`config.mk`:
```
export PLATFORM = sky130hd
export DESIGN_NAME = ex_block
export DESIGN_NICKNAME = d
export VERILOG_FILES = /design/src/ex_pkg.sv /design/src/ex_alu.sv /design/src/ex_md_ctrl.sv /design/src/ex_md_datapath.sv /design/src/ex_block.sv
export VERILOG_INCLUDE_DIRS = /design/src /design/src/src
export SDC_FILE = /design/constraint.sdc
export NUM_CORES = 1
export LEC_CHECK = 0
export ABC_AREA = 1
export BUFFER_PORTS_ARGS = -buffer_cell sky130_fd_sc_hd__buf_2
export CAP_MARGIN = 20
export CORE_MARGIN = 2
export CORE_UTILIZATION = 25
export CTS_BUF_LIST = sky130_fd_sc_hd__clkbuf_8
export DETAILED_ROUTE_END_ITERATION = 10
export SYNTH_ARGS = -nofsm -noshare
export SYNTH_HDL_FRONTEND = slang
export SYNTH_SLANG_ARGS = --single-unit
```
`constraint.sdc`:
```
create_clock -name clk -period 12.6 [get_ports clk]
set_clock_uncertainty 0.05 [all_clocks]
set_input_delay 0.63 -clock clk [delete_from_list [all_inputs] [get_ports clk]]
set_output_delay 0.63 -clock clk [all_outputs]
set_load 0.02 [all_outputs]
```
`src/ex_settings.svh`:
```
`ifndef EX_SETTINGS_SVH
`define EX_SETTINGS_SVH

// Execute stage build settings

// Data word width of the core
`define EX_XLEN 32

// Width of the ALU opcode field
`define EX_ALU_OP_W 4

// Iterations of the serial multiplier/divider
// One result bit per step
`define EX_MD_STEPS 32

`endif

```
`src/ex_pkg.sv`:
```
`include "ex_settings.svh"

package ex_pkg;

  // Plain data word
  typedef logic [`EX_XLEN-1:0] word_t;
  // Adder operand, word plus sign or carry bit
  typedef logic [`EX_XLEN:0]   adder_op_t;
  // Adder sum with room for the carry out
  typedef logic [`EX_XLEN+1:0] adder_ext_t;
  // Iteration counter of the multiplier/divider
  typedef logic [$clog2(`EX_MD_STEPS)-1:0] step_cnt_t;

  // ALU opcodes, branch compares included
  typedef enum logic [`EX_ALU_OP_W-1:0] {
    ADD, SUB, XOR, OR, AND, SLL, SRL, SRA,
    SLT, SLTU, EQ, NE, LT, GE, LTU, GEU
  } alu_op_e;

  // Multiply/divide opcodes
  typedef enum logic [1:0] {
    MD_MUL, MD_MULH, MD_DIV, MD_REM
  } md_op_e;

  // Sequencer states
  typedef enum logic [2:0] {
    MD_IDLE, MD_PREP, MD_ITER, MD_FIX, MD_DONE
  } md_state_e;

  // Per-cycle command to the multiply/divide registers
  typedef enum logic [2:0] {
    STEP_HOLD, STEP_LOAD, STEP_MUL, STEP_DIV, STEP_NEG_RES, STEP_KEEP
  } md_step_e;

  typedef struct packed {
    alu_op_e op;
    word_t   operand_a;
    word_t   operand_b;
  } alu_req_t;

  // signed_mode[0] marks a as signed, signed_mode[1] marks b as signed
  typedef struct packed {
    md_op_e     op;
    logic [1:0] signed_mode;
    word_t      operand_a;
    word_t      operand_b;
  } md_req_t;

  // Operands the multiplier/divider hands to the shared adder
  // use_md steers the adder away from the ALU request
  typedef struct packed {
    adder_op_t a;
    adder_op_t b;
    logic      use_md;
  } adder_in_t;

endpackage

```
`src/ex_alu.sv`:
```
`timescale 1ns/1ps
`include "ex_settings.svh"

module ex_alu import ex_pkg::*; (
  // Request from decode
  input  alu_req_t   alu_req_i,
  // Borrowed adder operands from the multiplier/divider
  input  adder_in_t  md_adder_in_i,
  output word_t      adder_result_o,
  output adder_ext_t adder_ext_o,
  output word_t      result_o,
  output logic       cmp_result_o,
  output logic       is_equal_o
);

  localparam int SHAMT_W = $clog2(`EX_XLEN);

  alu_op_e           op;
  word_t             op_a;
  word_t             op_b;
  logic              sub_op;
  logic              signed_cmp;
  logic              carry_in;
  adder_op_t         add_a;
  adder_op_t         add_b;
  logic              less_than;
  logic              shift_left;
  word_t             a_rev;
  word_t             shift_rev;
  logic [`EX_XLEN:0] shift_in;
  logic [`EX_XLEN:0] shift_out;
  word_t             shift_result;
  word_t             logic_result;

  assign op   = alu_req_i.op;
  assign op_a = alu_req_i.operand_a;
  assign op_b = alu_req_i.operand_b;

  //////////////////////////////////////////////////////////////////////
  // Shared adder
  //////////////////////////////////////////////////////////////////////

  // Compares run as a subtraction
  assign sub_op     = op inside {SUB, SLT, SLTU, EQ, NE, LT, GE, LTU, GEU};
  assign signed_cmp = op inside {SLT, LT, GE};

  always_comb begin
    if (md_adder_in_i.use_md) begin
      // Multiplier/divider owns the adder, no carry in
      add_a    = md_adder_in_i.a;
      add_b    = md_adder_in_i.b;
      carry_in = 1'b0;
    end else begin
      // Extend to 33 bits so the difference sign is exact
      add_a = {signed_cmp & op_a[`EX_XLEN-1], op_a};
      add_b = {signed_cmp & op_b[`EX_XLEN-1], op_b};
      if (sub_op) begin
        add_b = ~add_b;
      end
      carry_in = sub_op;
    end
  end

  assign adder_ext_o    = adder_ext_t'(add_a) + adder_ext_t'(add_b) + adder_ext_t'(carry_in);
  assign adder_result_o = adder_ext_o[`EX_XLEN-1:0];

  // Zero 33-bit sum means equal operands, or a zero divisor during load
  assign is_equal_o = (adder_ext_o[`EX_XLEN:0] == '0);
  // Sign of the 33-bit difference
  assign less_than  = adder_ext_o[`EX_XLEN];

  //////////////////////////////////////////////////////////////////////
  // Shifter
  //////////////////////////////////////////////////////////////////////

  // One right shifter, left shift done on the reversed word
  assign shift_left = (op == SLL);

  always_comb begin
    for (int i = 0; i < `EX_XLEN; i++) begin
      a_rev[i] = op_a[`EX_XLEN-1-i];
    end
  end

  always_comb begin
    for (int i = 0; i < `EX_XLEN; i++) begin
      shift_rev[i] = shift_out[`EX_XLEN-1-i];
    end
  end

  // Extra top bit carries the sign for SRA
  assign shift_in     = {(op == SRA) & op_a[`EX_XLEN-1], shift_left ? a_rev : op_a};
  assign shift_out    = $signed(shift_in) >>> op_b[SHAMT_W-1:0];
  assign shift_result = shift_left ? shift_rev : shift_out[`EX_XLEN-1:0];

  //////////////////////////////////////////////////////////////////////
  // Logic, compare and result select
  //////////////////////////////////////////////////////////////////////

  always_comb begin
    unique case (op)
      XOR:     logic_result = op_a ^ op_b;
      OR:      logic_result = op_a | op_b;
      default: logic_result = op_a & op_b;
    endcase
  end

  always_comb begin
    unique case (op)
      EQ:                     cmp_result_o = is_equal_o;
      NE:                     cmp_result_o = ~is_equal_o;
      SLT, SLTU, LT, LTU:     cmp_result_o = less_than;
      GE, GEU:                cmp_result_o = ~less_than;
      default:                cmp_result_o = 1'b0;
    endcase
  end

  always_comb begin
    unique case (op)
      ADD, SUB:      result_o = adder_result_o;
      XOR, OR, AND:  result_o = logic_result;
      SLL, SRL, SRA: result_o = shift_result;
      // Set-less-than and branch compares give the flag in bit 0
      default:       result_o = word_t'(cmp_result_o);
    endcase
  end

endmodule

```
`src/ex_md_ctrl.sv`:
```
`timescale 1ns/1ps
`include "ex_settings.svh"

module ex_md_ctrl import ex_pkg::*; (
  input  logic       clk,
  input  logic       rst_n_i,
  // Enables and LSU status from the pipeline
  input  logic       md_en_i,
  input  logic       lsu_en_i,
  input  logic       lsu_ready_i,
  input  md_req_t    md_req_i,
  // Status and results from the datapaths
  input  logic       div_by_zero_i,
  input  word_t      alu_result_i,
  input  word_t      md_result_i,
  // Commands to the multiply/divide registers
  output md_step_e   md_step_o,
  output logic [1:0] md_signs_o,
  // Write-back and stall
  output word_t      regfile_wdata_o,
  output logic       ex_ready_o
);

  md_state_e state_q;
  md_state_e state_d;
  step_cnt_t cnt_q;
  step_cnt_t cnt_d;
  logic      a_neg;
  logic      b_neg;
  logic      is_mul;
  logic      neg_res;
  logic      md_ready;

  //////////////////////////////////////////////////////////////////////
  // Sign rules
  //////////////////////////////////////////////////////////////////////

  // Request is held stable by decode, so signs come straight from it
  assign a_neg  = md_req_i.signed_mode[0] & md_req_i.operand_a[`EX_XLEN-1];
  assign b_neg  = md_req_i.signed_mode[1] & md_req_i.operand_b[`EX_XLEN-1];
  assign is_mul = md_req_i.op inside {MD_MUL, MD_MULH};

  // Bit 0 negates a, bit 1 negates b before iterating
  assign md_signs_o = {b_neg, a_neg};

  always_comb begin
    unique case (md_req_i.op)
      MD_MUL, MD_MULH: neg_res = a_neg ^ b_neg;
      // Quotient of a zero divisor stays all ones
      MD_DIV:          neg_res = (a_neg ^ b_neg) & ~div_by_zero_i;
      // Remainder follows the dividend
      default:         neg_res = a_neg;
    endcase
  end

  //////////////////////////////////////////////////////////////////////
  // Sequencer
  //////////////////////////////////////////////////////////////////////

  always_comb begin
    state_d   = state_q;
    cnt_d     = cnt_q;
    md_step_o = STEP_HOLD;
    unique case (state_q)
      MD_IDLE: begin
        if (md_en_i) begin
          state_d = MD_PREP;
        end
      end
      MD_PREP: begin
        // Latch magnitudes and test for a zero divisor
        md_step_o = STEP_LOAD;
        cnt_d     = '0;
        state_d   = MD_ITER;
      end
      MD_ITER: begin
        if (div_by_zero_i) begin
          // Result already formed at load
          md_step_o = STEP_KEEP;
          state_d   = MD_FIX;
        end else begin
          md_step_o = is_mul ? STEP_MUL : STEP_DIV;
          cnt_d     = cnt_q + 1'b1;
          if (cnt_q == step_cnt_t'(`EX_MD_STEPS-1)) begin
            state_d = MD_FIX;
          end
        end
      end
      MD_FIX: begin
        md_step_o = neg_res ? STEP_NEG_RES : STEP_KEEP;
        state_d   = MD_DONE;
      end
      default: begin
        // Result valid for one cycle, decode samples ready here
        md_step_o = STEP_KEEP;
        state_d   = MD_IDLE;
      end
    endcase
  end

  always_ff @(posedge clk or negedge rst_n_i) begin
    if (!rst_n_i) begin
      state_q <= MD_IDLE;
      cnt_q   <= '0;
    end else begin
      state_q <= state_d;
      cnt_q   <= cnt_d;
    end
  end

  assign md_ready = (state_q == MD_DONE);

  //////////////////////////////////////////////////////////////////////
  // Stall and write-back
  //////////////////////////////////////////////////////////////////////

  // Multiply/divide wins over load/store, ALU ops finish at once
  always_comb begin
    if (md_en_i) begin
      ex_ready_o = md_ready;
    end else if (lsu_en_i) begin
      ex_ready_o = lsu_ready_i;
    end else begin
      ex_ready_o = 1'b1;
    end
  end

  assign regfile_wdata_o = md_en_i ? md_result_i : alu_result_i;

endmodule

```
`src/ex_md_datapath.sv`:
```
`timescale 1ns/1ps
`include "ex_settings.svh"

module ex_md_datapath import ex_pkg::*; (
  input  logic       clk,
  input  logic       rst_n_i,
  input  md_req_t    md_req_i,
  // Step command and operand signs from the sequencer
  input  md_step_e   md_step_i,
  input  logic [1:0] md_signs_i,
  // Shared adder results
  input  adder_ext_t adder_ext_i,
  input  logic       is_equal_i,
  output adder_in_t  md_adder_in_o,
  output word_t      md_result_o,
  output logic       div_by_zero_o
);

  // acc holds the high product or the partial remainder
  // sreg holds multiplier then low product, or dividend then quotient
  word_t     acc_q;
  word_t     sreg_q;
  adder_op_t opb_q;
  logic      dbz_q;
  word_t     a_mag;
  word_t     b_mag;
  logic      is_div;
  logic      res_in_sreg;
  logic      neg_carry;

  assign a_mag       = md_signs_i[0] ? -md_req_i.operand_a : md_req_i.operand_a;
  assign b_mag       = md_signs_i[1] ? -md_req_i.operand_b : md_req_i.operand_b;
  assign is_div      = md_req_i.op inside {MD_DIV, MD_REM};
  assign res_in_sreg = md_req_i.op inside {MD_MUL, MD_DIV};
  assign md_result_o = res_in_sreg ? sreg_q : acc_q;

  // MULH negates the 64-bit product, carry into the high word when low is zero
  assign neg_carry = (md_req_i.op == MD_MULH) ? (sreg_q == '0) : 1'b1;

  always_comb begin
    md_adder_in_o = '0;
    unique case (md_step_i)
      STEP_LOAD: begin
        // 0 + b, a zero sum flags the zero divisor
        md_adder_in_o.b      = {1'b0, md_req_i.operand_b};
        md_adder_in_o.use_md = 1'b1;
      end
      STEP_MUL: begin
        md_adder_in_o.a      = {1'b0, acc_q};
        md_adder_in_o.b      = sreg_q[0] ? opb_q : '0;
        md_adder_in_o.use_md = 1'b1;
      end
      STEP_DIV: begin
        // Shifted remainder plus the negated divisor
        md_adder_in_o.a      = {acc_q, sreg_q[`EX_XLEN-1]};
        md_adder_in_o.b      = opb_q;
        md_adder_in_o.use_md = 1'b1;
      end
      STEP_NEG_RES: begin
        md_adder_in_o.a      = {1'b0, ~md_result_o};
        md_adder_in_o.b      = adder_op_t'(neg_carry);
        md_adder_in_o.use_md = 1'b1;
      end
      default: ;
    endcase
  end

  always_ff @(posedge clk) begin
    unique case (md_step_i)
      STEP_LOAD: begin
        opb_q <= is_div ? -{1'b0, b_mag} : {1'b0, b_mag};
        if (is_div && is_equal_i) begin
          // Quotient all ones, remainder the dividend magnitude
          acc_q  <= a_mag;
          sreg_q <= '1;
        end else begin
          acc_q  <= '0;
          sreg_q <= a_mag;
        end
      end
      STEP_MUL: begin
        acc_q  <= adder_ext_i[`EX_XLEN:1];
        sreg_q <= {adder_ext_i[0], sreg_q[`EX_XLEN-1:1]};
      end
      STEP_DIV: begin
        // Carry out set means the difference is not negative
        if (adder_ext_i[`EX_XLEN+1]) begin
          acc_q <= adder_ext_i[`EX_XLEN-1:0];
        end else begin
          acc_q <= {acc_q[`EX_XLEN-2:0], sreg_q[`EX_XLEN-1]};
        end
        sreg_q <= {sreg_q[`EX_XLEN-2:0], adder_ext_i[`EX_XLEN+1]};
      end
      STEP_NEG_RES: begin
        if (res_in_sreg) begin
          sreg_q <= adder_ext_i[`EX_XLEN-1:0];
        end else begin
          acc_q <= adder_ext_i[`EX_XLEN-1:0];
        end
      end
      default: ;
    endcase
  end

  always_ff @(posedge clk or negedge rst_n_i) begin
    if (!rst_n_i) begin
      dbz_q <= 1'b0;
    end else if (md_step_i == STEP_LOAD) begin
      dbz_q <= is_div & is_equal_i;
    end
  end

  assign div_by_zero_o = dbz_q;

endmodule

```
`src/ex_block.sv`:
```
`timescale 1ns/1ps

module ex_block import ex_pkg::*; (
  input  logic     clk,
  input  logic     rst_n_i,
  // Requests and enables from decode
  input  alu_req_t alu_req_i,
  input  md_req_t  md_req_i,
  input  logic     md_en_i,
  input  logic     lsu_en_i,
  // LSU done level
  input  logic     lsu_ready_i,
  output word_t    alu_adder_result_o,
  output word_t    regfile_wdata_o,
  // Jump target and branch decision towards fetch
  output word_t    jump_target_o,
  output logic     branch_decision_o,
  // Stage can take new data
  output logic     ex_ready_o
);

  word_t      adder_result;
  adder_ext_t adder_ext;
  word_t      alu_result;
  logic       cmp_result;
  logic       is_equal;
  adder_in_t  md_adder_in;
  md_step_e   md_step;
  logic [1:0] md_signs;
  word_t      md_result;
  logic       div_by_zero;

  assign alu_adder_result_o = adder_result;
  assign jump_target_o      = adder_result;
  assign branch_decision_o  = cmp_result;

  ex_alu alu_i (
    .alu_req_i      ( alu_req_i    ),
    .md_adder_in_i  ( md_adder_in  ),
    .adder_result_o ( adder_result ),
    .adder_ext_o    ( adder_ext    ),
    .result_o       ( alu_result   ),
    .cmp_result_o   ( cmp_result   ),
    .is_equal_o     ( is_equal     )
  );

  ex_md_ctrl md_ctrl_i (
    .clk             ( clk             ),
    .rst_n_i         ( rst_n_i         ),
    .md_en_i         ( md_en_i         ),
    .lsu_en_i        ( lsu_en_i        ),
    .lsu_ready_i     ( lsu_ready_i     ),
    .md_req_i        ( md_req_i        ),
    .div_by_zero_i   ( div_by_zero     ),
    .alu_result_i    ( alu_result      ),
    .md_result_i     ( md_result       ),
    .md_step_o       ( md_step         ),
    .md_signs_o      ( md_signs        ),
    .regfile_wdata_o ( regfile_wdata_o ),
    .ex_ready_o      ( ex_ready_o      )
  );

  ex_md_datapath md_datapath_i (
    .clk           ( clk         ),
    .rst_n_i       ( rst_n_i     ),
    .md_req_i      ( md_req_i    ),
    .md_step_i     ( md_step     ),
    .md_signs_i    ( md_signs    ),
    .adder_ext_i   ( adder_ext   ),
    .is_equal_i    ( is_equal    ),
    .md_adder_in_o ( md_adder_in ),
    .md_result_o   ( md_result   ),
    .div_by_zero_o ( div_by_zero )
  );

endmodule

```
# After elaboration in Yosys (flattened, before gate mapping)
# Cells that the tools add are included.
[totals]
wordCells = 123
reg_bits = 106
output_inout_bits = 98
[classes]
shift = 1
eq_ne = 32
add_sub_neg = 6
bitwise = 16
reduce_logical = 23
n_mux = 38
[op_table]
columns = ["operator", "count"]
rows = [
  ["$mux W32", 12],
  ["$pmux W32 S4", 2],
  ["$pmux W34 S4", 1],
  ["$mux W33", 4],
  ["$pmux W33 S3", 1],
  ["$pmux W32 S3", 1],
  ["$neg A32 Y32", 2],
  ["$pmux W32 S2", 1],
  ["$add A33 B33 Y34", 1],
  ["$add A34 B1 Y34", 1],
  ["$logic_not A33 Y1", 1],
  ["$neg A32 Y33", 1],
  ["$not A33 Y33", 1],
  ["$sshr A33 B5 Y32", 1],
  ["$and A32 B32 Y32", 1],
  ["$eq A4 B4 Y1 const B", 8],
  ["$logic_not A32 Y1", 1],
  ["$not A32 Y32", 1],
  ["$or A32 B32 Y32", 1],
  ["$xor A32 B32 Y32", 1],
  ["$pmux W3 S4", 2],
  ["$eq A4 B3 Y1 const B", 4],
  ["$eq A3 B2 Y1 const B", 4],
  ["$mux W3", 4],
  ["other kinds (31)", 59],
]

# Depth between registers and ports, before layout
[logic_depth]
ltp_word = 16
ltp_mapped = 32
mapped_depth_nobuf = 32

# Modules after synthesis
# Synthesis repeated with hierarchy kept, for this count alone.
[hier_totals]
cells_unflattened = 3359
hier_area_um2 = 19038.3
[by_module_without_submodules]
columns = ["module", "cells_each", "area_each_um2", "instances"]
rows = [
  ["ex_md_datapath", 1313, 9019.9, 1],
  ["ex_alu", 1836, 8839.7, 1],
  ["ex_md_ctrl", 178, 938.4, 1],
  ["ex_block", 32, 240.2, 1],
]

# Least setup slack after synthesis
# Ideal clock, no wire load.
[synth_timing]
path_kind = "input to output"
startpoint = "in md_req_i[31] in the netlist's numbering"
endpoint = "out regfile_wdata_o[0]"
path_stages = 31
path_slack_ps = 7269
required_ps = 11920
arrival_time_ps = 4651
path_cell_list = "nand2_1 -> inv_2 -> nand2_1 -> nor2_1 -> o31ai_1 -> nand2_1 -> nand2_2 -> buf_1 -> o22ai_1 -> a221oi_1 -> fa_1 -> inv_1 -> fa_1 -> nand3_1 -> nand3_1 -> nand2_1 -> nand2_1 -> nand2_1 -> nand2_1 -> nand2_1 -> nand2_1 -> nand2_1 -> nand2_1 -> nor2_1 -> nand2_1 -> nor2_2 -> nand3_2 -> nand2_1 -> nand3_1 -> nand2_1 -> nand2_1"
[synth_between]
elab_chain_cells = 16
elab_cells_between_ends = 23
[synth_lines]
columns = ["element", "line", "source"]
rows = [
  ["start, declared", "ex_block.sv:8", "input md_req_t md_req_i,"],
  ["$and A1 B1 Y1 (*)", "ex_md_ctrl.sv:40", "assign b_neg = md_req_i.signed_mode[1] & md_req_i.operand_b[`EX_XLEN-1];"],
  ["$xor A1 B1 Y1 (*)", "ex_md_ctrl.sv:48, ex_md_ctrl.sv:50", ""],
  ["$and A1 B1 Y1", "ex_md_ctrl.sv:50", "MD_DIV: neg_res = (a_neg ^ b_neg) & ~div_by_zero_i;"],
  ["$pmux W1 S2 (*)", "ex_md_ctrl.sv:47", "unique case (md_req_i.op)"],
  ["$mux W1 (*)", "ex_md_ctrl.sv:90", "md_step_o = neg_res ? STEP_NEG_RES : STEP_KEEP;"],
  ["$pmux W3 S4 (*)", "ex_md_ctrl.sv:64", "unique case (state_q)"],
  ["$eq A3 B3 Y1, or another cell as far along", "ex_md_datapath.sv:42", "unique case (md_step_i)"],
  ["$pmux W34 S4 / $pmux W33 S3 (equally long branches)", "ex_md_datapath.sv:42", ""],
  ["(+2 left out)", "-", ""],
  ["$add A34 B1 Y34 (*)", "ex_alu.sv:64", "assign adder_ext_o = adder_ext_t'(add_a) + adder_ext_t'(add_b) + adder_ext_t'(carry_in);"],
  ["net alu_adder_result_o[24]", "ex_block.sv:13", "output word_t alu_adder_result_o,"],
  ["$logic_not A33 Y1 (*)", "ex_alu.sv:68", "assign is_equal_o = (adder_ext_o[`EX_XLEN:0] == '0);"],
  ["$not A1 Y1", "ex_alu.sv:111", "NE: cmp_result_o = ~is_equal_o;"],
  ["$pmux W1 S4 (*)", "ex_alu.sv:109", "unique case (op)"],
  ["net branch_decision_o", "ex_block.sv:17", "output logic branch_decision_o,"],
  ["$pmux W32 S3 (*)", "ex_alu.sv:119", "unique case (op)"],
  ["$mux W32 (*)", "ex_md_ctrl.sv:128", "assign regfile_wdata_o = md_en_i ? md_result_i : alu_result_i;"],
  ["end, declared", "ex_block.sv:14", "output word_t regfile_wdata_o,"],
]
# The timed path passes the listed nets; every way through them passes the cells marked *.

# Final worst setup path
[layout_timing]
startpoint = "in md_req_i[63] in the netlist's numbering"
endpoint = "out regfile_wdata_o[0]"
[layout_between]
elab_chain_cells = 16
elab_cells_between_ends = 23
[layout_lines]
columns = ["element", "line", "source"]
rows = [
  ["$and A1 B1 Y1 (*)", "ex_md_ctrl.sv:39", "assign a_neg = md_req_i.signed_mode[0] & md_req_i.operand_a[`EX_XLEN-1];"],
  ["$xor A1 B1 Y1", "ex_md_ctrl.sv:48, ex_md_ctrl.sv:50", ""],
  ["$and A1 B1 Y1", "ex_md_ctrl.sv:50", ""],
  ["$pmux W1 S2 (*)", "ex_md_ctrl.sv:47", ""],
  ["$mux W1 (*)", "ex_md_ctrl.sv:90", ""],
  ["$pmux W3 S4 (*)", "ex_md_ctrl.sv:64", ""],
  ["$eq A3 B3 Y1, or another cell as far along", "ex_md_datapath.sv:42", ""],
  ["$pmux W34 S4 / $pmux W33 S3 (equally long branches)", "ex_md_datapath.sv:42", ""],
  ["$mux W33", "ex_alu.sv:48", "if (md_adder_in_i.use_md) begin"],
  ["$add A33 B33 Y34", "ex_alu.sv:64", ""],
  ["$add A34 B1 Y34 (*)", "ex_alu.sv:64", ""],
  ["$logic_not A33 Y1", "ex_alu.sv:68", ""],
  ["$not A1 Y1", "ex_alu.sv:111", ""],
  ["$pmux W1 S4", "ex_alu.sv:109", ""],
  ["$pmux W32 S3 (*)", "ex_alu.sv:119", ""],
  ["$mux W32 (*)", "ex_md_ctrl.sv:128", ""],
]
# Every way passes the cells marked *; elsewhere a longest branch is shown, timed or not.

==> results.md <==
Clocking:
- Buffers inserted to repair hold after CTS numbered 1.
- For the worst-skew pair, the clock arrives at the later sink with an insertion delay of 0.45 ns.
- The cell sitting at the root of the clock tree is a sky130_fd_sc_hd__clkbuf_8.
- The TritonCTS clock tree is done.
- Post-CTS timing repair inserted 0 buffers for setup.
- The clock net in this run drives a total of 106 sinks.
- The clock tree synthesis step divided the H-tree into 3 levels.
- The maximum clock path buffer count is 2.
- After clock tree synthesis, the clock-pin slew on the worst setup and hold paths is 0.11 ns.
- The number of buffers added by the clock tree synthesis step is 9.
- The number of gates resized after cts is 0.

Global route:
- The maximum number of pins on one net before global-route repair is 67.
- The total overflow left after global routing is 0.
- The first global-routing pass estimated 134.7 mm of wire.
- The number of antenna violations at the first check in global routing is 9.
- In the global route stage, overall resource usage came out at 0.2458.
- The number of global-route vias before repair came to 19803.

Min path:
- The hold path startpoint is md_ctrl_i.cnt_q[3]$_DFFE_PN0P_.
- The type of the worst min-delay path is flop to flop.
- The number of instances on the worst hold path is 1.
- The endpoint with the worst hold slack is md_ctrl_i.cnt_q[3]$_DFFE_PN0P_.

Synth:
- In the synthesized netlist the dominant register cell turns out to be sky130_fd_sc_hd__edfxtp_1.
- Of the total synthesized cell area, the portion taken by AND, OR, NAND and NOR gates is 0.4040.
- In this run the cell area of the synthesized design comes to 17940 µm².
- The fraction of the mapped netlist area in compound gates is 0.1705.
- For this run, the number of Yosys warnings is 0.
- The share of async-settable or async-resettable flops after synthesis is 0.08491.
- The adder-cell share of the synthesized area is 0.07197.
- Synthesis handed over a netlist of 3113 instances.
- Of the total synthesized cell area, the portion taken by XOR and XNOR cells is 0.04394.
- The number of storage elements in the synthesis netlist is 106.
- The number of synthesized flops with an enable pin is 97.
- The synthesized area per cell is 5.763 µm².
- The number of nets in the synthesized netlist is 3356.
- For this run, the register share of the synthesized area comes to 0.1749.
- After synthesis, the largest family of logic cells by area is simple AND/OR/NAND/NOR gates.
- The mux cell area share after synthesis is 0.
- Synthesis instantiated 49 different standard cells from the library.

Critical path:
- The kind of end point of the critical path is an output pin.
- The startpoint class of the critical path is a primary input.
- In this design, the stage delay of the slowest critical-path cell is 0.66 ns.
- The startpoint identified for the worst register-to-register timing path is md_ctrl_i.state_q[2]$_DFFE_PN0P_.
- Counting cells, the worst reg-to-reg path comes to 26.
- For the worst setup path, the data arrival time is 7.69 ns.
- The largest individual stage delay along the critical path comes from the cell sky130_fd_sc_hd__nor2_1.
- The cell seen most often among critical-path stages is sky130_fd_sc_hd__nand2_1.
- The data required time at the worst endpoint is 11.92 ns.
- By startpoint and endpoint, the worst setup path is classified as primary input to output pin.
- Of all nets on the critical path, the largest fanout is 61.
- In this run the critical register-to-register path is captured at md_datapath_i.sreg_q[24]$_DFFE_PP_.
- The worst-case register-to-register setup slack is 4.98 ns.

Finish:
- In the final layout, the multi-input gates occupy 12420 µm².
- Fill cells in the final layout number 8176.
- The register cell area after layout is 3138 µm².
- The fraction of final layout cells with drive strength greater than 1 is 0.1073.
- Leaving out fill and tap cells, the most frequent cell in the layout is sky130_fd_sc_hd__nand2_1.
- From synthesis to final layout, the design area changed by 11.32%.
- In the layout the commonest cells are sky130_fd_sc_hd__nand2_1 (995), sky130_fd_sc_hd__inv_1 (404), sky130_fd_sc_hd__nand3_1 (358).
- The final net count is 3464.

Timing:
- For this run, the top clock speed supported by timing is 119.4 MHz.
- Setup repair after global routing left no endpoint under its margin.
- The final number of hold-violating endpoints was 0.
- The final total negative setup slack is 0 ns.
- Setup violations remaining at the end of the flow were counted as 0.
- At the pin with the least slew margin, the transition time is 1.077 ns.
- The worst slew slack as a fraction of its limit is 0.2819.
- Counting I/O delays and the setup requirement, the final critical path takes 8.373 ns.
- The final clock period utilization by the worst path is 0.6645.
- The count of pins over their slew limit is 0.

Detailed routing:
- The routed layout has 22112 vias.
- After detailed routing, the number of remaining DRC violations is 0.
- Once detail routing completed, the nets flagged for antenna violations numbered 0.
- The count of routing violations after the opening detailed-route iteration is 3213.
- The first TritonRoute pass finished after 6 iterations.
- After detailed routing, the average wire length per cell comes to 22.58 µm.
- Dividing the detail-routed via count by the number of cells gives 5.291.
- The final layout contains routed wiring with a total length of 94.38 mm.

Die:
- The initialized floorplan defines 98 standard-cell rows.
- The placeable core region is 71240 µm².
- The die area is 73920 µm².
- In this run the vertical extent of the chip is 271.9 µm.
- The die is 271.9 µm wide.
- The I/O pin total is 239.
- For this configuration, the core starts out at a cell density of 0.2518.

Placed design:
- Once detailed placement completed, the half-perimeter wirelength came to 77.33 mm.
- Buffers placed on the I/O ports in this run total 238.
- At the end of routability-driven placement, the weighted congestion stood at 1.035.

Outcome:
- The run finished with clean final reports.

Flow run:
- The tool flagged a number of max-cap violations equal to 0.
[worst max-delay path: cells and delay by family]
family	cells	cell delay, ns
simple gates	18	4.26
buf+inv	7	1.82
compound gates	3	0.63
fa+ha+maj	1	0.29
[state kept, by name, indices dropped and copies added (netlist names)]
name	flops
md_datapath_i.opb_q	33
md_ctrl_i.state_q	3
md_datapath_i.sreg_q	32
md_datapath_i.acc_q	32
md_ctrl_i.cnt_q	5
md_datapath_i.div_by_zero_o	1
[Yosys cell counts (13+ instances only)]
cell type | n | area, µm²
sky130_fd_sc_hd__a21oi_1 | 86 | 430.4
sky130_fd_sc_hd__a221oi_1 | 37 | 324.1
sky130_fd_sc_hd__a22oi_1 | 42 | 315.3
sky130_fd_sc_hd__buf_1 | 27 | 101.4
sky130_fd_sc_hd__buf_2 | 17 | 85.08
sky130_fd_sc_hd__buf_4 | 37 | 277.8
sky130_fd_sc_hd__clkbuf_1 | 85 | 319.1
sky130_fd_sc_hd__edfxtp_1 | 97 | 2913
sky130_fd_sc_hd__ha_1 | 100 | 1251
sky130_fd_sc_hd__inv_1 | 404 | 1516
sky130_fd_sc_hd__inv_2 | 18 | 67.56
sky130_fd_sc_hd__nand2_1 | 995 | 3735
sky130_fd_sc_hd__nand3_1 | 359 | 1797
sky130_fd_sc_hd__nand3b_1 | 27 | 202.7
sky130_fd_sc_hd__nand4_1 | 31 | 193.9
sky130_fd_sc_hd__nor2_1 | 230 | 863.3
sky130_fd_sc_hd__nor3_1 | 24 | 120.1
sky130_fd_sc_hd__o211ai_1 | 55 | 412.9
sky130_fd_sc_hd__o21ai_0 | 209 | 1046
sky130_fd_sc_hd__o22ai_1 | 24 | 150.1
sky130_fd_sc_hd__or2_2 | 13 | 81.33
sky130_fd_sc_hd__xnor2_1 | 18 | 157.7
sky130_fd_sc_hd__xor2_1 | 72 | 630.6
[logic make-up (layout without fill, tap and decap cells)]
family,Yosys count,in the layout
other,0,3
adders and majority gates,102,102
DFF,106,106
xor gates and xnor gates,90,90
and+or+nand+nor,1716,1716
AOI/OAI and AO/OA,502,502
buffers and inverters,597,710
[layer usage]
layer  wire length [µm]  track usage
met5                 26            0
met4               4380       0.1079
met3               9752      0.03923
met2              40440       0.3764
met1              39770       0.3392
[how the worst max path moves through the flow]
stage            startpoint                                  to  slack, ns  cells past startpoint
2_1_floorplan  md_req_i[31]                  regfile_wdata_o[0]       7.27                     31
3_3_place_gp   md_req_i[63]   md_datapath_i.sreg_q[2]$_DFFE_PP_       4.27                     27
3_5_place_dp   md_req_i[63]  md_datapath_i.sreg_q[27]$_DFFE_PP_       4.14                     30
4_1_cts        md_req_i[63]                  regfile_wdata_o[0]       4.48                     32
5_1_grt        md_req_i[63]                  regfile_wdata_o[0]       3.84                     32
6_report       md_req_i[63]                  regfile_wdata_o[0]       4.23                     29
[stage by stage]
| step | setup slack [ns] | utilization | hold WS (ns) | instances | instance area [µm²] |
|---|---|---|---|---|---|
| after CTS | 4.475 | 0.2802 | 0.4083 | 4176 | 19960 |
| after detailed placement | 4.140 | 0.2772 | 0.4066 | 4159 | 19750 |
| after global placement | 4.267 | 0.2772 | 0.4006 | 4159 | 19750 |
| after floorplan | 7.269 | - | 0.2844 | 3113 | 17940 |
| final | 4.227 | 0.2803 | 0.4202 | 4179 | 19970 |
| after global routing | 3.840 | 0.2803 | 0.4205 | 4178 | 19970 |
[area by class of cell]
| class | instances | area share |
|---|---|---|
| inverters | 429 | 0.08063 |
| well taps | 950 | 0.05952 |
| multi-input cells | 2410 | 0.6221 |
| diodes | 3 | 0.0003759 |
| flip-flops and latches | 106 | 0.1571 |
| clock inverters | 7 | 0.004135 |
| repair buffers | 265 | 0.06992 |
| clock buffers | 9 | 0.006202 |
Power is not shown: default switching activity piles up to over one toggle a cycle in this logic, so the estimate is an artifact.
